## src/audio_pkg.sv

```systemverilog
// Audio path stream types
// Sample beats between stages, route select, serial engine states
// and the converter frame constants
package audio_pkg;

  // ==============================
  // Frame constants
  // ==============================
  localparam int SMP_W      = 12;                   // Converter sample width
  localparam int FRAME_BITS = 16;                   // One CS low window
  localparam int CNT_W      = $clog2(FRAME_BITS);   // Bit counter width
  localparam logic [3:0] DAC_CMD = 4'b0011;         // Write and update DAC register

  // Error flag positions inside sample_t.err
  localparam int ERR_SAT   = 0;
  localparam int ERR_FRAME = 1;

  // ==============================
  // Stream types
  // ==============================
  typedef struct packed {
    logic signed [SMP_W-1:0] data;   // Two's complement sample
    logic        [1:0]       err;    // Saturation, ADC frame error
  } sample_t;

  // One cycle beat, no ready
  typedef struct packed {
    logic    valid;
    sample_t smp;
  } sample_beat_t;

  // Same order as the board switcher inputs
  typedef enum logic [1:0] {
    SEL_RAW  = 2'd0,
    SEL_LOW  = 2'd1,
    SEL_BAND = 2'd2,
    SEL_HIGH = 2'd3
  } filter_sel_e;

  // Shared by ADC and DAC frame engines
  typedef enum logic [1:0] {
    S_IDLE,
    S_SHIFT,
    S_DONE
  } ser_state_e;

endpackage
```

## src/apb_regs_pkg.sv

```systemverilog
// APB register map of the audio path
// Bus request/response structs, addresses and the control fields
package apb_regs_pkg;

  typedef struct packed {
    logic        psel;
    logic        penable;
    logic        pwrite;
    logic [7:0]  paddr;
    logic [31:0] pwdata;
  } apb_req_t;

  typedef struct packed {
    logic [31:0] prdata;
    logic        pready;    // Tied high, zero wait states
    logic        pslverr;   // Unmapped address
  } apb_rsp_t;

  // ==============================
  // Register addresses
  // ==============================
  localparam logic [7:0] ADDR_CTRL   = 8'h00;   // En [0], sel [2:1], shift [6:4], chan [10:8]
  localparam logic [7:0] ADDR_DIV    = 8'h04;   // Sample period in clocks
  localparam logic [7:0] ADDR_STATUS = 8'h08;   // Sat count [15:0], frame errs [31:16]
  localparam logic [7:0] ADDR_COUNT  = 8'h0C;   // Samples sent to DAC
  localparam logic [7:0] ADDR_LAST   = 8'h10;   // Last DAC value, sign extended

  // Control fields fanned out to every stage
  typedef struct packed {
    logic                    enable;
    audio_pkg::filter_sel_e  sel;
    logic [2:0]              shift;     // 0 acts as 1
    logic [2:0]              channel;   // ADC input mux
    logic [15:0]             div;
  } ctrl_t;

endpackage

```

## src/audio_filter_top.sv

```systemverilog
// Audio filter path top level
// Divider, ADC capture, IIR bank and DAC serializer under APB control
module audio_filter_top
  import audio_pkg::*;
  import apb_regs_pkg::*;
#(
  parameter int DIV_RESET = 40,   // Divider after reset
  parameter int DIV_MIN   = 20    // Frame length plus margin
) (
  input  logic     clk,           // Also the converter serial clock
  input  logic     rst_n,
  input  apb_req_t apb_req,
  output apb_rsp_t apb_rsp,
  input  logic     adc_miso,
  output logic     adc_cs_n,
  output logic     adc_mosi,
  output logic     dac_cs_n,
  output logic     dac_mosi
);

  // ==============================
  // Stage wiring
  // ==============================
  ctrl_t        ctrl;       // Register fields to all stages
  logic         tick;       // Conversion start
  sample_beat_t adc_beat;   // Captured sample
  sample_beat_t dac_beat;   // Routed, saturated sample

  apb_ctrl_regs #(
    .DIV_RESET (DIV_RESET),
    .DIV_MIN   (DIV_MIN)
  ) regs0 (
    .clk      (clk),
    .rst_n    (rst_n),
    .apb_req  (apb_req),
    .apb_rsp  (apb_rsp),
    .dac_beat (dac_beat),
    .ctrl     (ctrl)
  );

  sample_tick #(.DIV_MIN(DIV_MIN)) tick0 (.clk(clk), .rst_n(rst_n), .ctrl(ctrl), .tick(tick));

  adc_capture adc0 (
    .clk      (clk),
    .rst_n    (rst_n),
    .ctrl     (ctrl),
    .tick     (tick),
    .adc_miso (adc_miso),
    .adc_cs_n (adc_cs_n),
    .adc_mosi (adc_mosi),
    .adc_beat (adc_beat)
  );

  iir_filter_bank filt0 (.clk(clk), .rst_n(rst_n), .ctrl(ctrl),
                         .adc_beat(adc_beat), .dac_beat(dac_beat));

  dac_shift_out dac0 (.clk(clk), .rst_n(rst_n), .dac_beat(dac_beat),
                      .dac_cs_n(dac_cs_n), .dac_mosi(dac_mosi));

endmodule

```

## src/apb_ctrl_regs.sv

```systemverilog
// APB control and status registers
// Routing, shift, channel and divider setup, plus sample,
// saturation and frame error counters fed from the DAC stream
module apb_ctrl_regs
  import audio_pkg::*;
  import apb_regs_pkg::*;
#(
  parameter int DIV_RESET = 40,
  parameter int DIV_MIN   = 20
) (
  input  logic         clk,
  input  logic         rst_n,
  input  apb_req_t     apb_req,
  output apb_rsp_t     apb_rsp,
  input  sample_beat_t dac_beat,
  output ctrl_t        ctrl
);

  ctrl_t                   ctrl_q;
  logic [15:0]             sat_cnt;
  logic [15:0]             ferr_cnt;
  logic [31:0]             smp_cnt;
  logic signed [SMP_W-1:0] last_smp;
  logic [31:0]             rdata;
  logic [15:0]             div_wr;
  logic                    access;
  logic                    wr_en;
  logic                    mapped;

  assign access = apb_req.psel && apb_req.penable;   // Access phase
  assign wr_en  = access && apb_req.pwrite;
  assign div_wr = (apb_req.pwdata[15:0] < 16'(DIV_MIN)) ? 16'(DIV_MIN)
                                                        : apb_req.pwdata[15:0];

  // ==============================
  // Control registers
  // ==============================
  always_ff @(posedge clk or negedge rst_n) begin
    if (!rst_n) begin
      ctrl_q <= '{enable: 1'b0, sel: SEL_RAW, shift: 3'd0, channel: 3'd0,
                  div: 16'(DIV_RESET)};
    end else if (wr_en) begin
      if (apb_req.paddr == ADDR_CTRL) begin
        ctrl_q.enable  <= apb_req.pwdata[0];
        ctrl_q.sel     <= filter_sel_e'(apb_req.pwdata[2:1]);
        ctrl_q.shift   <= apb_req.pwdata[6:4];
        ctrl_q.channel <= apb_req.pwdata[10:8];
      end
      if (apb_req.paddr == ADDR_DIV)
        ctrl_q.div <= div_wr;                          // Clamped to one frame plus margin
    end
  end

  assign ctrl = ctrl_q;

  // Status counters, STATUS write wins over a beat
  always_ff @(posedge clk or negedge rst_n) begin
    if (!rst_n) begin
      sat_cnt  <= '0;
      ferr_cnt <= '0;
      smp_cnt  <= '0;
      last_smp <= '0;
    end else begin
      if (wr_en && (apb_req.paddr == ADDR_STATUS)) begin
        sat_cnt  <= '0;
        ferr_cnt <= '0;
      end else if (dac_beat.valid) begin
        sat_cnt  <= sat_cnt + 16'(dac_beat.smp.err[ERR_SAT]);
        ferr_cnt <= ferr_cnt + 16'(dac_beat.smp.err[ERR_FRAME]);
      end
      if (dac_beat.valid) begin
        smp_cnt  <= smp_cnt + 32'd1;
        last_smp <= dac_beat.smp.data;
      end
    end
  end

  // ==============================
  // Read mux
  // ==============================
  always_comb begin
    mapped = 1'b1;
    rdata  = '0;
    case (apb_req.paddr)
      ADDR_CTRL:   rdata = {21'd0, ctrl_q.channel, 1'b0, ctrl_q.shift, 1'b0,
                            ctrl_q.sel, ctrl_q.enable};
      ADDR_DIV:    rdata = {16'd0, ctrl_q.div};
      ADDR_STATUS: rdata = {ferr_cnt, sat_cnt};
      ADDR_COUNT:  rdata = smp_cnt;
      ADDR_LAST:   rdata = {{(32 - SMP_W){last_smp[SMP_W-1]}}, last_smp};
      default:     mapped = 1'b0;
    endcase
  end

  assign apb_rsp.prdata  = rdata;
  assign apb_rsp.pready  = 1'b1;                       // No wait states
  assign apb_rsp.pslverr = access && !mapped;

  // Bus protocol checks on the master side
  a_penable_in_sel: assert property (@(posedge clk) disable iff (!rst_n)
    apb_req.penable |-> apb_req.psel);
  a_setup_to_access: assert property (@(posedge clk) disable iff (!rst_n)
    (apb_req.psel && !apb_req.penable) |=> (apb_req.penable && $stable(apb_req.paddr)
      && $stable(apb_req.pwrite) && (!apb_req.pwrite || $stable(apb_req.pwdata))));

endmodule

```

## src/dac_shift_out.sv

```systemverilog
// Serial DAC frame engine
// Shifts the write-and-update command and the 12 bit sample, MSB first
module dac_shift_out
  import audio_pkg::*;
(
  input  logic         clk,
  input  logic         rst_n,
  input  sample_beat_t dac_beat,
  output logic         dac_cs_n,
  output logic         dac_mosi
);

  ser_state_e            state;
  logic [CNT_W-1:0]      bit_cnt;
  logic [FRAME_BITS-1:0] sr;       // Command nibble then data
  logic                  load;

  assign load = dac_beat.valid && (state != S_SHIFT);

  // ==============================
  // Frame control
  // ==============================
  always_ff @(posedge clk or negedge rst_n) begin
    if (!rst_n) begin
      state   <= S_IDLE;
      bit_cnt <= '0;
    end else begin
      case (state)
        S_SHIFT: begin
          bit_cnt <= bit_cnt + 1'b1;
          if (bit_cnt == CNT_W'(FRAME_BITS - 1))
            state <= S_DONE;         // CS rises after 16 bits
        end
        default: begin
          if (load) begin
            state   <= S_SHIFT;
            bit_cnt <= '0;
          end else begin
            state <= S_IDLE;
          end
        end
      endcase
    end
  end

  always_ff @(posedge clk) begin
    if (load)
      sr <= {DAC_CMD, dac_beat.smp.data};
    else if (state == S_SHIFT)
      sr <= {sr[FRAME_BITS-2:0], 1'b0};
  end

  assign dac_cs_n = (state != S_SHIFT);                  // Low 1 clock after the beat
  assign dac_mosi = (state == S_SHIFT) && sr[FRAME_BITS-1];

  // Sample period covers a full frame, beats never land mid frame
  a_no_beat_in_frame: assert property (@(posedge clk) disable iff (!rst_n)
    (state == S_SHIFT) |-> !dac_beat.valid);

endmodule

```

## src/iir_filter_bank.sv

```systemverilog
// Shift coefficient IIR filter bank
// Two first order lowpass states give low, band and high outputs,
// the selected route is saturated to 12 bits
module iir_filter_bank
  import audio_pkg::*;
  import apb_regs_pkg::*;
(
  input  logic         clk,
  input  logic         rst_n,
  input  ctrl_t        ctrl,
  input  sample_beat_t adc_beat,
  output sample_beat_t dac_beat
);

  localparam int ST_W = 16;   // Filter state width
  localparam logic signed [ST_W:0] Y_MAX = (2 ** (SMP_W - 1)) - 1;
  localparam logic signed [ST_W:0] Y_MIN = -(2 ** (SMP_W - 1));

  logic signed [ST_W-1:0]  lp_fast;     // Shift s
  logic signed [ST_W-1:0]  lp_slow;     // Shift s+2, capped at 7
  logic signed [ST_W-1:0]  fast_n;
  logic signed [ST_W-1:0]  slow_n;
  logic signed [SMP_W-1:0] x;
  logic signed [ST_W:0]    x_ext;
  logic signed [ST_W:0]    fast_sum;
  logic signed [ST_W:0]    slow_sum;
  logic signed [ST_W:0]    pick;        // Route before saturation
  logic signed [SMP_W-1:0] y;
  logic [2:0]              sh_fast;
  logic [2:0]              sh_slow;
  logic                    sat;
  logic [1:0]              err_v;
  logic                    out_valid;
  sample_t                 out_smp;

  assign x       = adc_beat.smp.data;
  assign sh_fast = (ctrl.shift == 3'd0) ? 3'd1 : ctrl.shift;
  assign sh_slow = (sh_fast > 3'd5) ? 3'd7 : sh_fast + 3'd2;

  // ==============================
  // State update and routing
  // ==============================
  always_comb begin
    x_ext    = x;                                           // Sign extend
    fast_sum = lp_fast + ((x_ext - lp_fast) >>> sh_fast);   // state += (x - state) >> s
    slow_sum = lp_slow + ((x_ext - lp_slow) >>> sh_slow);
    fast_n   = fast_sum[ST_W-1:0];
    slow_n   = slow_sum[ST_W-1:0];

    // Outputs use the freshly updated states
    case (ctrl.sel)
      SEL_LOW:  pick = fast_n;
      SEL_BAND: pick = fast_n - slow_n;
      SEL_HIGH: pick = x_ext - fast_n;
      default:  pick = x_ext;                               // Raw
    endcase

    // Clip to 12 bit signed
    sat = 1'b1;
    if (pick > Y_MAX)
      y = Y_MAX[SMP_W-1:0];
    else if (pick < Y_MIN)
      y = Y_MIN[SMP_W-1:0];
    else begin
      y   = pick[SMP_W-1:0];
      sat = 1'b0;
    end

    err_v            = '0;
    err_v[ERR_SAT]   = sat;
    err_v[ERR_FRAME] = adc_beat.smp.err[ERR_FRAME];         // Passed through
  end

  always_ff @(posedge clk or negedge rst_n) begin
    if (!rst_n) begin
      lp_fast   <= '0;
      lp_slow   <= '0;
      out_valid <= 1'b0;
    end else begin
      out_valid <= adc_beat.valid;                          // One clock latency
      if (!ctrl.enable) begin
        lp_fast <= '0;                                      // Fresh start on next enable
        lp_slow <= '0;
      end else if (adc_beat.valid) begin
        lp_fast <= fast_n;
        lp_slow <= slow_n;
      end
    end
  end

  always_ff @(posedge clk) begin
    if (adc_beat.valid) begin
      out_smp.data <= y;
      out_smp.err  <= err_v;
    end
  end

  assign dac_beat.valid = out_valid;
  assign dac_beat.smp   = out_smp;

endmodule

```

## src/adc_capture.sv

```systemverilog
// Serial ADC frame engine
// Sends start bit and channel, captures 4 null bits and 12 data bits,
// flags a frame error when a null bit reads back as 1
module adc_capture
  import audio_pkg::*;
  import apb_regs_pkg::*;
(
  input  logic         clk,
  input  logic         rst_n,
  input  ctrl_t        ctrl,
  input  logic         tick,
  input  logic         adc_miso,
  output logic         adc_cs_n,
  output logic         adc_mosi,
  output sample_beat_t adc_beat
);

  localparam int NULL_BITS = FRAME_BITS - SMP_W;   // Leading zeros from the ADC

  ser_state_e       state;
  logic [CNT_W-1:0] bit_cnt;     // Bit being transferred
  logic [3:0]       cmd_sr;      // Start bit then channel, MSB first
  logic [SMP_W-1:0] data_sr;     // Last 12 bits in hold the sample
  logic             null_err;
  logic             start;
  logic [1:0]       err_v;

  assign start = tick && (state != S_SHIFT);

  // ==============================
  // Frame control
  // ==============================
  always_ff @(posedge clk or negedge rst_n) begin
    if (!rst_n) begin
      state    <= S_IDLE;
      bit_cnt  <= '0;
      null_err <= 1'b0;
    end else begin
      case (state)
        S_SHIFT: begin
          bit_cnt <= bit_cnt + 1'b1;
          if ((bit_cnt < CNT_W'(NULL_BITS)) && adc_miso)
            null_err <= 1'b1;              // Null bit not zero
          if (bit_cnt == CNT_W'(FRAME_BITS - 1))
            state <= S_DONE;
        end
        default: begin                     // Idle or done, beat goes out in done
          if (start) begin
            state    <= S_SHIFT;
            bit_cnt  <= '0;
            null_err <= 1'b0;
          end else begin
            state <= S_IDLE;
          end
        end
      endcase
    end
  end

  // Shift registers, payload only
  always_ff @(posedge clk) begin
    if (start)
      cmd_sr <= {1'b1, ctrl.channel};      // Channel latched at conversion start
    else if (state == S_SHIFT)
      cmd_sr <= {cmd_sr[2:0], 1'b0};
    if (state == S_SHIFT)
      data_sr <= {data_sr[SMP_W-2:0], adc_miso};   // Sampled on rising edge
  end

  // ==============================
  // Outputs
  // ==============================
  assign adc_cs_n = (state != S_SHIFT);
  assign adc_mosi = (state == S_SHIFT) && cmd_sr[3];  // Zero after the command nibble

  always_comb begin
    err_v            = '0;
    err_v[ERR_FRAME] = null_err;
  end

  assign adc_beat.valid    = (state == S_DONE);      // 17 clocks after tick
  assign adc_beat.smp.data = data_sr;
  assign adc_beat.smp.err  = err_v;

  // DIV_MIN in the divider keeps ticks outside a frame
  a_no_tick_in_frame: assert property (@(posedge clk) disable iff (!rst_n)
    (state == S_SHIFT) |-> !tick);

endmodule

```

## src/sample_tick.sv

```systemverilog
// Sample rate divider
// One conversion start every div clocks while enabled
module sample_tick
  import apb_regs_pkg::*;
#(
  parameter int DIV_MIN = 20
) (
  input  logic  clk,
  input  logic  rst_n,
  input  ctrl_t ctrl,
  output logic  tick
);

  logic [15:0] cnt;      // Clocks left until next tick
  logic [15:0] period;

  // Guard against a period shorter than one frame
  assign period = (ctrl.div < 16'(DIV_MIN)) ? 16'(DIV_MIN) : ctrl.div;

  always_ff @(posedge clk or negedge rst_n) begin
    if (!rst_n) begin
      cnt <= '0;
    end else if (!ctrl.enable) begin
      cnt <= '0;                    // Held clear, restarts on enable
    end else if (cnt <= 16'd1) begin
      cnt <= period;                // First enabled cycle or tick cycle
    end else begin
      cnt <= cnt - 16'd1;
    end
  end

  assign tick = ctrl.enable && (cnt == 16'd1);

  // Period is never below DIV_MIN so ticks are always spaced
  a_tick_spacing: assert property (@(posedge clk) disable iff (!rst_n)
    tick |=> !tick);

endmodule

```

## config.mk

```make
export PLATFORM = sky130hd
export DESIGN_NAME = audio_filter_top
export DESIGN_NICKNAME = d
export VERILOG_FILES = /design/src/audio_pkg.sv /design/src/apb_regs_pkg.sv /design/src/audio_filter_top.sv /design/src/apb_ctrl_regs.sv /design/src/dac_shift_out.sv /design/src/iir_filter_bank.sv /design/src/adc_capture.sv /design/src/sample_tick.sv
export SDC_FILE = /design/constraint.sdc
export NUM_CORES = 1
export LEC_CHECK = 0
export ABC_CLOCK_PERIOD_IN_PS = 20700
export BUFFER_PORTS_ARGS = -buffer_cell sky130_fd_sc_hd__buf_2
export CAP_MARGIN = 20
export CELL_PAD_IN_SITES_DETAIL_PLACEMENT = 0
export CELL_PAD_IN_SITES_GLOBAL_PLACEMENT = 1
export CORE_MARGIN = 4
export CORE_UTILIZATION = 54
export CTS_BUF_LIST = sky130_fd_sc_hd__clkbuf_4 sky130_fd_sc_hd__clkbuf_8
export DETAILED_ROUTE_END_ITERATION = 6
export GPL_TIMING_DRIVEN = 0
export PLACE_DENSITY_LB_ADDON = 0.12
export SLEW_MARGIN = 20
export SYNTH_ARGS = -nofsm -noshare
export SYNTH_HDL_FRONTEND = slang
export SYNTH_SLANG_ARGS = --single-unit
```

## constraint.sdc

```tcl
create_clock -name clk -period 20.7 [get_ports clk]
set_clock_uncertainty 0.05 [all_clocks]
set_input_delay 4.14 -clock clk [delete_from_list [all_inputs] [get_ports clk]]
set_output_delay 4.14 -clock clk [all_outputs]
set_load 0.1 [all_outputs]
```

Word-level counts from Yosys, hierarchy flattened
Cells that the tools add are included.
- word-level logic and storage cells: 123
- output and inout port bits: 38
- register bits after elaboration: 209
- mux-type cells: 36
- reduce and logical (&&, ||, !) cells: 20
- add/subtract/negate cells: 13
- magnitude comparators: 7
- equal/unequal tests: 19
- shifts and indexed selects: 2
- operator list (operator ; count):
    $mux 16 ; 12
    $pmux 32 s5 ; 1
    $pmux 17 s3 ; 1
    $sub 12x16->17 ; 3
    $mux 12 ; 3
    $sshr 17x3->16 ; 2
    $add 16x1->16 ; 2
    $add 16x16->16 ; 2
    $add 32x1->32 const B ; 1
    $lt 16x5->1 const B ; 2
    $gt 17x12->1 const B ; 1
    $lt 17x12->1 const B ; 1
    $sub 16x16->17 ; 1
    $eq 16x1->1 const B ; 1
    $eq 8x4->1 const B ; 2
    $le 16x1->1 const B ; 1
    $mux 4 ; 4
    $sub 16x1->16 const B ; 1
    $mux 3 ; 4
    $ne 2x1->1 const B ; 6
    $logic_and 1x1->1 ; 10
    $add 4x1->4 const B ; 2
    $eq 4x4->1 const B ; 2
    $eq 8x3->1 const B ; 1
    14 further kinds ; 31

Longest topological paths before layout
Gate-level depths: netlist of run 1.
- depth after elaboration: 10
- depth in mapped cells: 33

By module
Synthesis of run 1 repeated with hierarchy kept, for this count alone.
- cells, all modules: 1745
- area total of the unflattened synthesis: 16397.0 sq um
- modules (own cells, without submodules) (module ; area an instance (sq um) ; times used ; cells an instance):
    iir_filter_bank ; 8107.8 ; 1 ; 1028
    apb_ctrl_regs ; 5351.4 ; 1 ; 474
    sample_tick ; 1059.8 ; 1 ; 119
    dac_shift_out ; 982.2 ; 1 ; 68
    adc_capture ; 895.9 ; 1 ; 56

Least setup slack after synthesis of run 1
OpenSTA, ideal clock, no wires.
- kind: input port to output port
- start: input port apb_req[37] in the netlist's numbering
- end: output port apb_rsp[0] in the netlist's numbering
- arrival: 7639 ps
- required time: 16510 ps
- path slack: 8871 ps
- stages: 5
- path through: nor4_1 -> and4b_1 -> clkbuf_1 -> clkbuf_1 -> nor4_1
- RTL lines (item ; RTL line ; RTL):
    start: declaration ; audio_filter_top.sv:12 ; input apb_req_t apb_req,
    end: declaration ; audio_filter_top.sv:13 ; output apb_rsp_t apb_rsp,

==> impl_summary.log, run 1 <==
[metrics] status: completed
[metrics] effective utilization at floorplan: 55.2%
[metrics] placer's final routability congestion estimate: 0.936
[metrics] later-pin clock latency in the skew report: 530 ps
[metrics] share of layout cells above drive strength 1: 13.1%
[metrics] htree depth: 2
[metrics] number of vias per cell: 6.01
[metrics] min Tclk post-route: 10800 ps
[metrics] worst min path class: register to register
[metrics] vias in the first global route: 13000
[metrics] setup_tns: 0 ps
[metrics] gate count after technology mapping: 1728
[metrics] Top-Level Pins: 84
[metrics] PortBufs: 66
[metrics] number of remaining DRC errors: 0
[metrics] achievable clock frequency: 92.6 MHz
[metrics] DRT iter0 DRCs: 1046
[metrics] ratio of final minimum period to clock period: 52.2%
[metrics] slew at the pin closest to its max-slew limit: 1010 ps
[metrics] commonest non-fill, non-tap cell in the layout: sky130_fd_sc_hd__nor2_1
[metrics] final-stage net count: 1988
[metrics] Max VDD drop: 37.1 µV
[metrics] required arrival time at the worst endpoint: 16510 ps
[metrics] clock transition time at the flip-flop clock pins of the worst setup and hold paths: 60 ps
[metrics] synthesized area per cell: 8.97 µm²
[metrics] placeable core region: 28100 µm²
[metrics] number of max-capacitance violations reported: 0
[metrics] part of the Yosys area used for sequential elements: 34.9%
[metrics] worst path arrival time: 6610 ps
[metrics] power per cell area: 53.2 nW/µm²
[metrics] wire length of the first global-routing pass: 68.9 mm
[metrics] total setup violations reported at the end of the flow: 0
[metrics] Area contributors post-synth: sky130_fd_sc_hd__dfrtp_1, sky130_fd_sc_hd__ha_1, sky130_fd_sc_hd__edfxtp_1, sky130_fd_sc_hd__nor2_1, sky130_fd_sc_hd__nand2_1
[metrics] mean routed wirelength per cell: 19.2 µm
[metrics] TritonRoute pass-1 iters: 7
[metrics] worst hold slack across all endpoints: 386 ps
[metrics] cell type with the highest aggregate area in the netlist: sky130_fd_sc_hd__dfrtp_1
[metrics] largest fanout on the critical path: 10
[metrics] post-cts hold buffer count: 0
[metrics] Max clock buf depth: 3
[metrics] RSZ-0062 raised after global routing: no
[metrics] overall global routing resource usage: 27.2%
[metrics] clk sinks: 209
[metrics] dpl hpwl: 33.5 mm
[metrics] post-CTS setup-driven buffer insertion count: 0
[metrics] async set-or-reset flop fraction in the synthesized netlist: 78.0%
[metrics] leakage: 0.00755 µW
[metrics] sum of overflow across all layers after global routing: 0
[metrics] combined area of all synthesized cells: 15500 µm²
[metrics] Worst Setup Path Type: input port to output pin
[metrics] Die Wd: 177 µm
[metrics] Final Total Pwr: 914 µW
[metrics] number of cell rows: 61
[metrics] CP endpoint kind: output pin
[metrics] Rel. slew slack: 32.7%
[metrics] number of nets produced by synthesis: 1880
[metrics] leading cell types in the layout, fill and taps excluded: sky130_fd_sc_hd__nor2_1, sky130_fd_sc_hd__nand2_1, sky130_fd_sc_hd__dfrtp_1, sky130_fd_sc_hd__a21oi_1, sky130_fd_sc_hd__ha_1
[metrics] Area Overhead vs Synth: 10.8%
[metrics] antenna violations before repair: 0
[metrics] post-CTS resize count: 0
[metrics] crit start category: input port
[metrics] final-report max-slew violation count: 0
[metrics] Post-synth EDFFs: 41
[metrics] via count: 13500
[metrics] Root Buffer: sky130_fd_sc_hd__clkbuf_8
[metrics] TritonCTS clock tree: built
[metrics] CTS buffer count: 39
[metrics] Final ANT Viol Nets: 0
[metrics] Vert. Die Dim: 177 µm
[metrics] top cell type's share of synthesized area: 26.0%
[metrics] Yosys reg bits: 209
[metrics] number of unique standard cell types used by synthesis: 97
[metrics] largest net degree at the start of global routing: 97
[metrics] Final Util: 61.1%
[metrics] total of warnings raised by yosys: 0
[metrics] most used flip-flop cell after synthesis: sky130_fd_sc_hd__dfrtp_1
[metrics] aggregate routed wire length: 43.1 mm
[metrics] Die Area: 31500 µm²
[metrics] Fin. Hold Viols: 0
[path summary, 6_finish.rpt]
check                                           from                              end  slack (ps)  cells past startpoint
max                                      apb_req[37]                       apb_rsp[8]        9900                     10
min                         dac0.sr[13]$_SDFFE_PP1P_         dac0.sr[14]$_SDFFE_PP0P_         390                      2
max reg2reg                adc0.data_sr[1]$_DFFE_PP_  filt0.dac_beat[8]$_SDFFCE_PN1P_       12410                     29
min reg2reg                 dac0.sr[13]$_SDFFE_PP1P_         dac0.sr[14]$_SDFFE_PP0P_         390                      2
max in group asynchronous                      rst_n        regs0.ctrl[3]$_DFFE_PN1P_       16220                      2
min in group asynchronous                      rst_n    regs0.smp_cnt[30]$_DFFE_PN0P_        3510                      1
[Yosys cell counts, types with 26 or more instances]
cell type / instances
sky130_fd_sc_hd__xnor2_1: 70
sky130_fd_sc_hd__nand3_1: 41
sky130_fd_sc_hd__mux2_2: 55
sky130_fd_sc_hd__o21ai_0: 86
sky130_fd_sc_hd__inv_1: 98
sky130_fd_sc_hd__a211oi_1: 38
sky130_fd_sc_hd__edfxtp_1: 41
sky130_fd_sc_hd__a21oi_1: 101
sky130_fd_sc_hd__nor3_1: 26
sky130_fd_sc_hd__mux2i_1: 47
sky130_fd_sc_hd__ha_1: 100
sky130_fd_sc_hd__xor2_1: 56
sky130_fd_sc_hd__and3_1: 26
sky130_fd_sc_hd__nand2_1: 166
sky130_fd_sc_hd__dfrtp_1: 161
sky130_fd_sc_hd__nor2_1: 184
sky130_fd_sc_hd__clkbuf_1: 59
[where the power goes]
group | internal (µW) | leakage (µW) | total [µW] | switching (µW)
registers | 421 | 0.00246 | 424 | 3.12
logic | 25.1 | 0.00465 | 68.5 | 43.4
clock network | 245 | 0.000441 | 421 | 176
total | 692 | 0.00755 | 914 | 223
[metal layers]
metal	GRT usage (%)	vias to the layer above	part of all wire, %
met5	0	-	0
met1	36.8	6482	44
met4	9.80	0	3.7
li1	-	6471	-
met3	2.88	79	5.9
met2	45.6	438	47
[stage by stage]
step / instance area [µm²] / instances / setup WS, ps
after global routing: 17200 / 2242 / 9730
final: 17200 / 2243 / 9900
after detailed placement: 16300 / 2173 / 9970
after CTS: 17200 / 2242 / 9960
after global placement: 16300 / 2172 / 9910
after floorplan: 15500 / 1728 / 8870
[critical path, cell delays in order]
cell                       delay, ps
sky130_fd_sc_hd__buf_2           100
sky130_fd_sc_hd__nor4_1          420
sky130_fd_sc_hd__nand3_1         150
sky130_fd_sc_hd__clkbuf_1        250
sky130_fd_sc_hd__inv_1           150
sky130_fd_sc_hd__and2_0          310
sky130_fd_sc_hd__clkbuf_1        380
sky130_fd_sc_hd__a22oi_1         150
sky130_fd_sc_hd__nand2_1         120
sky130_fd_sc_hd__buf_2           430
[area by class of cell]
class / instances / area, µm²
antenna: 1 / 2.50
buffer: 68 / 269
clock buffer: 62 / 759
clock inverter: 7 / 66.3
fill: 2569 / 10900
inverter: 102 / 385
multi-input combinational: 1349 / 9440
sequential: 209 / 5410
tap: 378 / 473
timing repair buffer: 67 / 368
[flip-flops by register name, indices dropped and copies added, names as in the netlist, 14 cells and up]
signal,count
regs0.smp_cnt,32
regs0.ctrl,25
dac0.sr,16
filt0.lp_fast,16
filt0.lp_slow,16
regs0.ferr_cnt,16
regs0.sat_cnt,16
tick0.cnt,16
filt0.dac_beat,14
[logic make-up (layout without fill, tap and decap cells)]
kind of cell,after synthesis,in the layout,share of synthesized area (%)
simple gates,576,576,17.4
flops,209,209,34.9
xor+xnor,129,129,7.55
compound gates,425,425,18.7
fa+ha+maj,108,108,8.97
other cells,1,2,0.0242
buf+inv,170,306,4.21
mux,110,110,8.19
No activity file was read; power rests on OpenSTA's default activity.
==> run 2, diff against run 1 <==
- ABC_CLOCK_PERIOD_IN_PS: 20700 -> 9950
- CORE_UTILIZATION: 54 -> 50
- clock period: 20.7 -> 9.95 ns (I/O delays scaled with it)
==> run 2 against run 1 <==
The run now ends with design-rule violations left. Critical path depth is 19 higher. Setup slack lost 8200 ps. Highest routed layer unchanged. Critical path type is now register to register. Final cell count up 0.67%. Wire length rose by 2.2%. Critical endpoint is now filt0.dac_beat[5]$_SDFFCE_PN1P_.
==> impl_summary.log, run 2 (synthesized netlist as in run 1, its figures left out) <==
[metrics] achievable clock frequency: 121 MHz
[metrics] leading cell types in the layout, fill and taps excluded: sky130_fd_sc_hd__nor2_1, sky130_fd_sc_hd__nand2_1, sky130_fd_sc_hd__dfrtp_1, sky130_fd_sc_hd__a21oi_1, sky130_fd_sc_hd__ha_1
[metrics] Die Area: 33900 µm² (+7.6%)
[metrics] leakage: 0.00752 µW (-0.46%)
[metrics] post-route standard cell area excluding fillers: 17100 µm² (-0.18%)
[metrics] Top cell by count, worst path: sky130_fd_sc_hd__o21ai_0
[metrics] number of remaining DRC errors: 26 (+26)
[metrics] part of the power in combinational logic: 7.6% (about the same)
[metrics] Vert. Die Dim: 184 µm (+3.7%)
[metrics] post-CTS resize count: 0 (unchanged)
[metrics] number of vias per cell: 5.84 (-2.8%)
[metrics] Final Total Pwr: 1880 µW (+110%)
[metrics] overall global routing resource usage: 25.7% (-1.6 points)
[metrics] ratio of final minimum period to clock period: 82.8%
[metrics] power share of the sequential group: 47.0% (+0.6 points)
[metrics] TritonCTS clock tree: built
[metrics] Area Overhead vs Synth: 10.6%
[metrics] number of cell rows: 64 (+4.9%)
[metrics] net load switching power: 478 µW (+110%)
[metrics] final-report max-slew violation count: 0 (unchanged)
[metrics] largest fanout on the critical path: 10 (unchanged)
[metrics] wire length of the first global-routing pass: 69.8 mm (+1.4%)
[metrics] Max VDD drop: 73.5 µV (+98%)
[metrics] mean routed wirelength per cell: 19.5 µm (+1.5%)
[metrics] combined area of the multi-input logic cells: 9440 µm² (unchanged)
[metrics] number of standard cells in the layout, taps in and fillers out: 2258 (+0.67%)
[metrics] RSZ-0062 raised after global routing: no
[metrics] register area: 5410 µm² (unchanged)
[metrics] final-stage net count: 1986 (-0.10%)
[metrics] Root Buffer: sky130_fd_sc_hd__clkbuf_8
[metrics] Worst Setup Path Type: register to register
[metrics] effective utilization at floorplan: 50.7% (-4.5 points)
[metrics] setup_tns: 0 ps (unchanged)
[metrics] later-pin clock latency in the skew report: 540 ps (about the same)
[metrics] placed insts: 2191 (+0.83%)
[metrics] Inserted Diodes: 0 (-1)
[metrics] design internal power: 1400 µW (+100%)
[metrics] Final ANT Viol Nets: 0 (unchanged)
[metrics] placer's final routability congestion estimate: 0.896 (-4.3%)
[metrics] htree depth: 2 (unchanged)
[metrics] antenna violations before repair: 0 (unchanged)
[metrics] post-cts hold buffer count: 0 (unchanged)
[metrics] share of layout cells above drive strength 1: 12.8% (-0.36 points)
[metrics] Die Wd: 184 µm (+3.7%)
[metrics] fraction of power spent switching nets: 25.4% (+1.1 points)
[metrics] Top-Level Pins: 84 (unchanged)
[metrics] CP endpoint kind: register
[metrics] Layout fillers: 2901 (+13%)
[metrics] clk sinks: 209 (unchanged)
[metrics] number of max-capacitance violations reported: 0 (unchanged)
[metrics] number of flip-flops in the largest register: 32 (unchanged)
[metrics] Max clock buf depth: 3 (unchanged)
[metrics] power per cell area: 110 nW/µm² (+110%)
[metrics] violations in the final reports: design-rule violations
[metrics] status: finished with violations
[metrics] Rel. slew slack: 32.8% (+0.17 points)
[metrics] slew at the pin closest to its max-slew limit: 1010 ps (-2.55 ps)
[metrics] dpl hpwl: 33.9 mm (+1.3%)
[metrics] total setup violations reported at the end of the flow: 0 (unchanged)
[metrics] Top reg by flops: regs0.smp_cnt
[metrics] min Tclk post-route: 8240 ps
[metrics] worst path arrival time: 8580 ps (+1970 ps)
[metrics] commonest non-fill, non-tap cell in the layout: sky130_fd_sc_hd__nor2_1
[metrics] required arrival time at the worst endpoint: 10290 ps (-6220 ps)
[metrics] PortBufs: 66 (unchanged)
[metrics] worst min path class: register to register
[metrics] sum of overflow across all layers after global routing: 0 (unchanged)
[metrics] Fin. Hold Viols: 0 (unchanged)
[metrics] aggregate routed wire length: 44.1 mm (+2.2%)
[metrics] CTS buffer count: 37 (-5.1%)
[metrics] clock transition time at the flip-flop clock pins of the worst setup and hold paths: 60 ps (about the same)
[metrics] crit start category: register
[metrics] Placed Area: 16400 µm² (+0.14%)
[metrics] TritonRoute pass-1 iters: 7 (unchanged)
[metrics] largest net degree at the start of global routing: 90 (-7.2%)
[metrics] Clock Power Share: 45.4% (-0.7 points)
[metrics] placeable core region: 30600 µm² (+8.9%)
[metrics] longest individual stage delay on the worst path: 520 ps (+90 ps)
[metrics] post-CTS setup-driven buffer insertion count: 0 (unchanged)
[metrics] DRT iter0 DRCs: 810 (-23%)
[metrics] via count: 13200 (-2.2%)
[metrics] vias in the first global route: 12900 (-0.21%)
[metrics] cell type of the slowest stage on the worst timing path: sky130_fd_sc_hd__o31ai_1
[run 2: cell types whose count changed in the layout (fill, tap and decap cells not counted), moves of 2 or more]
cell / before / now
sky130_fd_sc_hd__clkinv_2: 4 / 6
sky130_fd_sc_hd__clkinv_1: 1 / 6
sky130_fd_sc_hd__clkbuf_4: 15 / 10
sky130_fd_sc_hd__clkbuf_8: 47 / 41
[run 2: layer usage]
metal,vias to the layer above,wire (µm),track usage [%]
li1,6471,-,-
met1,6308,19900,34.4
met2,323,20700,43.6
met3,78,1960,2.72
met4,0,1490,8.55
met5,-,0,0
[run 2: power groups by stage]
| stage | clock, µW | combinational [µW] | sequential, µW |
|---|---|---|---|
| after global placement | 0 | 139 | 899 |
| after detailed placement | 0 | 143 | 898 |
| after CTS | 871 | 143 | 882 |
| final | 853 | 143 | 883 |
| after global routing | 907 | 159 | 883 |
| after floorplan | 0 | 94.2 | 896 |
[run 2: worst paths after layout]
check / startpoint / endpoint / slack [ps] / depth (start not counted)
worst max-delay path: adc0.data_sr[1]$_DFFE_PP_ / filt0.dac_beat[5]$_SDFFCE_PN1P_ / 1710 / 29
worst min-delay path: dac0.sr[13]$_SDFFE_PP1P_ / dac0.sr[14]$_SDFFE_PP0P_ / 390 / 2
worst max register to register: adc0.data_sr[1]$_DFFE_PP_ / filt0.dac_beat[5]$_SDFFCE_PN1P_ / 1710 / 29
worst min register to register: dac0.sr[13]$_SDFFE_PP1P_ / dac0.sr[14]$_SDFFE_PP0P_ / 390 / 2
max in group asynchronous: rst_n / regs0.ctrl[3]$_DFFE_PN1P_ / 7590 / 2
min in group asynchronous: rst_n / regs0.smp_cnt[27]$_DFFE_PN0P_ / 1380 / 1
[run 2: cell type report]
cell class                      count  share of cell area (%)
Multi-Input combinational cell   1349                    55.1
Sequential cell                   209                    31.6
Clock buffer                       51                    3.73
Tap cell                          396                    2.89
Inverter                          102                    2.25
Timing Repair Buffer               67                    2.15
Buffer                             68                    1.57
Clock inverter                     16                   0.788
[run 2: critical path: cells and delay by family, from the launching register on]
family	cells	cell delay (ps)
xor+xnor	2	470
compound gates	15	4280
simple gates	4	740
buf+inv	3	520
fa+ha+maj	3	1180
flops	1	490
mux	2	320
[run 2: stage by stage]
step / utilization, % / hold slack [ps] / worst slack, ps
floorplan: - / 358 / 2420
global placement: 53.4 / 377 / 1750
detailed placement: 53.5 / 380 / 1770
CTS: 56.0 / 393 / 1710
global route: 56.0 / 414 / 1090
finish: 56.0 / 390 / 1710
==> run 3, diff against run 2 <==
- ABC_CLOCK_PERIOD_IN_PS: 9950 -> 8100
- clock period: 9.95 -> 8.1 ns (I/O delays scaled with it)
==> run 3 against run 2 <==
The run now ends clean. Sequential share of layout area down 0.41 points. Flip-flop and latch count unchanged. Maximum frequency up 8.1%. Critical path depth up 1. Register-to-register slack worse by 1200 ps.
==> impl_summary.log, run 3 (synthesized netlist as in run 1, its figures left out) <==
[metrics] Area Overhead vs Synth: 12.0%
[metrics] CTS buffer count: 37 (unchanged)
[metrics] final-report max-slew violation count: 0 (unchanged)
[metrics] Top-Level Pins: 84 (unchanged)
[metrics] min Tclk post-route: 7620 ps (-618 ps)
[metrics] largest net degree at the start of global routing: 90 (unchanged)
[metrics] number of max-capacitance violations reported: 0 (unchanged)
[metrics] effective utilization at floorplan: 50.7% (unchanged)
[metrics] Inserted Diodes: 0 (unchanged)
[metrics] overall global routing resource usage: 25.7% (about the same)
[metrics] clock transition time at the flip-flop clock pins of the worst setup and hold paths: 60 ps (about the same)
[metrics] Vert. Die Dim: 184 µm (unchanged)
[metrics] PortBufs: 66 (unchanged)
[metrics] setup_tns: 0 ps (unchanged)
[metrics] Worst Setup Path Type: register to register
[metrics] Rel. slew slack: 33.2% (+0.39 points)
[metrics] longest individual stage delay on the worst path: 440 ps (-80 ps)
[metrics] Max clock buf depth: 3 (unchanged)
[metrics] number of vias per cell: 5.85 (+0.21%)
[metrics] leakage: 0.00760 µW (+1.1%)
[metrics] total setup violations reported at the end of the flow: 0 (unchanged)
[metrics] Final ANT Viol Nets: 0 (unchanged)
[metrics] commonest non-fill, non-tap cell in the layout: sky130_fd_sc_hd__nor2_1
[metrics] required arrival time at the worst endpoint: 8450 ps (-1840 ps)
[metrics] placeable core region: 30600 µm² (unchanged)
[metrics] status: completed
[metrics] achievable clock frequency: 131 MHz (+8.1%)
[metrics] later-pin clock latency in the skew report: 550 ps (about the same)
[metrics] dpl hpwl: 33.9 mm (unchanged)
[metrics] vias in the first global route: 12900 (+0.046%)
[metrics] crit start category: register
[metrics] Die Wd: 184 µm (unchanged)
[metrics] wire length of the first global-routing pass: 69.9 mm (about the same)
[metrics] power per cell area: 133 nW/µm² (+21%)
[metrics] cell type of the slowest stage on the worst timing path: sky130_fd_sc_hd__edfxtp_1
[metrics] via count: 13300 (+0.79%)
[metrics] slew at the pin closest to its max-slew limit: 1000 ps (-5.79 ps)
[metrics] Final Util: 56.8% (+0.74 points)
[metrics] aggregate routed wire length: 44.2 mm (+0.26%)
[metrics] worst hold slack across all endpoints: 390 ps (+0.142 ps)
[metrics] Die Area: 33900 µm² (unchanged)
[metrics] DRT iter0 DRCs: 840 (+3.7%)
[metrics] Max VDD drop: 90.1 µV (+23%)
[metrics] number of flip-flops in the largest register: 32 (unchanged)
[metrics] FF-to-FF setup slack: 480 ps (-1230 ps)
[metrics] leading cell types in the layout, fill and taps excluded: sky130_fd_sc_hd__nor2_1, sky130_fd_sc_hd__nand2_1, sky130_fd_sc_hd__dfrtp_1, sky130_fd_sc_hd__a21oi_1, sky130_fd_sc_hd__ha_1
[metrics] clk sinks: 209 (unchanged)
[metrics] final-stage net count: 1999 (+0.65%)
[metrics] RSZ-0062 raised after global routing: no
[metrics] mean routed wirelength per cell: 19.4 µm (-0.32%)
[metrics] antenna violations before repair: 0 (unchanged)
[metrics] worst min path class: register to register
[metrics] placer's final routability congestion estimate: 0.896 (unchanged)
[metrics] Fin. Hold Viols: 0 (unchanged)
[metrics] TritonRoute pass-1 iters: 7 (unchanged)
[metrics] ratio of final minimum period to clock period: 94.0% (+11 points)
[metrics] htree depth: 2 (unchanged)
[metrics] largest fanout on the critical path: 10 (unchanged)
[metrics] worst path arrival time: 7960 ps (-620 ps)
[metrics] Worst Setup Slack, final: 482 ps (-1230 ps)
[metrics] sum of overflow across all layers after global routing: 0 (unchanged)
[metrics] number of remaining DRC errors: 0 (-100%)
[metrics] number of cell rows: 64 (unchanged)
[metrics] CP endpoint kind: register
[metrics] share of layout cells above drive strength 1: 14.2% (+1.5 points)
[metrics] Setup WS pre-CTS: -77.9 ps (-1850 ps)
[metrics] Top reg by flops: regs0.smp_cnt
[metrics] Root Buffer: sky130_fd_sc_hd__clkbuf_8
[metrics] TritonCTS clock tree: built
## run 3: changes by cell type in the layout (fill, tap and decap cells not counted), moves of 2 or more
| cell | delta |
|---|---|
| sky130_fd_sc_hd__buf_4 | +12 |
| sky130_fd_sc_hd__o21ai_1 | +3 |
| sky130_fd_sc_hd__a21boi_0 | -2 |
| sky130_fd_sc_hd__xor2_1 | -3 |
| sky130_fd_sc_hd__a21boi_1 | +2 |
| sky130_fd_sc_hd__o21ai_0 | -4 |
| sky130_fd_sc_hd__xor2_2 | +2 |
## run 3: timing repair
action | 4_1_cts | 5_1_grt
hold buffers | 0 | 0
resized for setup | 5 | 22
endpoints found under the setup margin | 12 | 12
buffers inserted | 0 | 13
pin swaps | 0 | 7
## run 3: routing by layer
metal	global-route usage (%)	vias to the layer above	routed length, µm
met5	0	-	0
met4	8.55	0	1600
met3	2.72	82	2150
met2	43.6	350	20700
met1	34.5	6351	19700
li1	-	6501	-
## run 3: critical path: cells and delay by family (launching register included)
| family | cells | cell delay [ps] |
|---|---|---|
| adders and majority gates | 3 | 970 |
| and+or+nand+nor | 2 | 440 |
| muxes | 2 | 380 |
| xor gates and xnor gates | 3 | 650 |
| AOI/OAI and AO/OA | 16 | 3930 |
| buffers and inverters | 4 | 580 |
| DFF | 1 | 440 |
## run 3: metrics by stage
stage | std cells | instance area [µm²] | power, µW
2_1_floorplan | 1728 | 15500 | 1220
3_3_place_gp | 2190 | 16300 | 1270
3_5_place_dp | 2191 | 16400 | 1280
4_1_cts | 2258 | 17200 | 2330
5_1_grt | 2271 | 17400 | 2400
6_report | 2271 | 17400 | 2310
## run 3: final cells by class
| class | instances | area [µm²] |
|---|---|---|
| clock buffer | 51 | 639 |
| multi-input combinational | 1349 | 9540 |
| timing repair buffer | 80 | 478 |
| buffer | 68 | 275 |
| fill | 2872 | 13200 |
| clock inverter | 16 | 135 |
| inverter | 102 | 389 |
| tap | 396 | 495 |
| sequential | 209 | 5410 |
## run 3: path summary, 6_finish.rpt
path                                                 from                         endpoint  depth (start not counted)
worst max-delay path            adc0.data_sr[1]$_DFFE_PP_  filt0.dac_beat[5]$_SDFFCE_PN1P_                         30
worst min-delay path             dac0.sr[13]$_SDFFE_PP1P_         dac0.sr[14]$_SDFFE_PP0P_                          2
worst max register to register  adc0.data_sr[1]$_DFFE_PP_  filt0.dac_beat[5]$_SDFFCE_PN1P_                         30
worst min register to register   dac0.sr[13]$_SDFFE_PP1P_         dac0.sr[14]$_SDFFE_PP0P_                          2
max in group asynchronous                           rst_n        regs0.ctrl[3]$_DFFE_PN1P_                          2
min in group asynchronous                           rst_n    regs0.smp_cnt[27]$_DFFE_PN0P_                          1
## run 3: power by group
group | internal (µW) | total [µW] | switching (µW) | leakage [µW]
logic | 65.7 | 178 | 112 | 0.00473
clock network | 580 | 1050 | 469 | 0.000407
registers | 1080 | 1080 | 8.07 | 0.00246
total | 1720 | 2310 | 590 | 0.00760
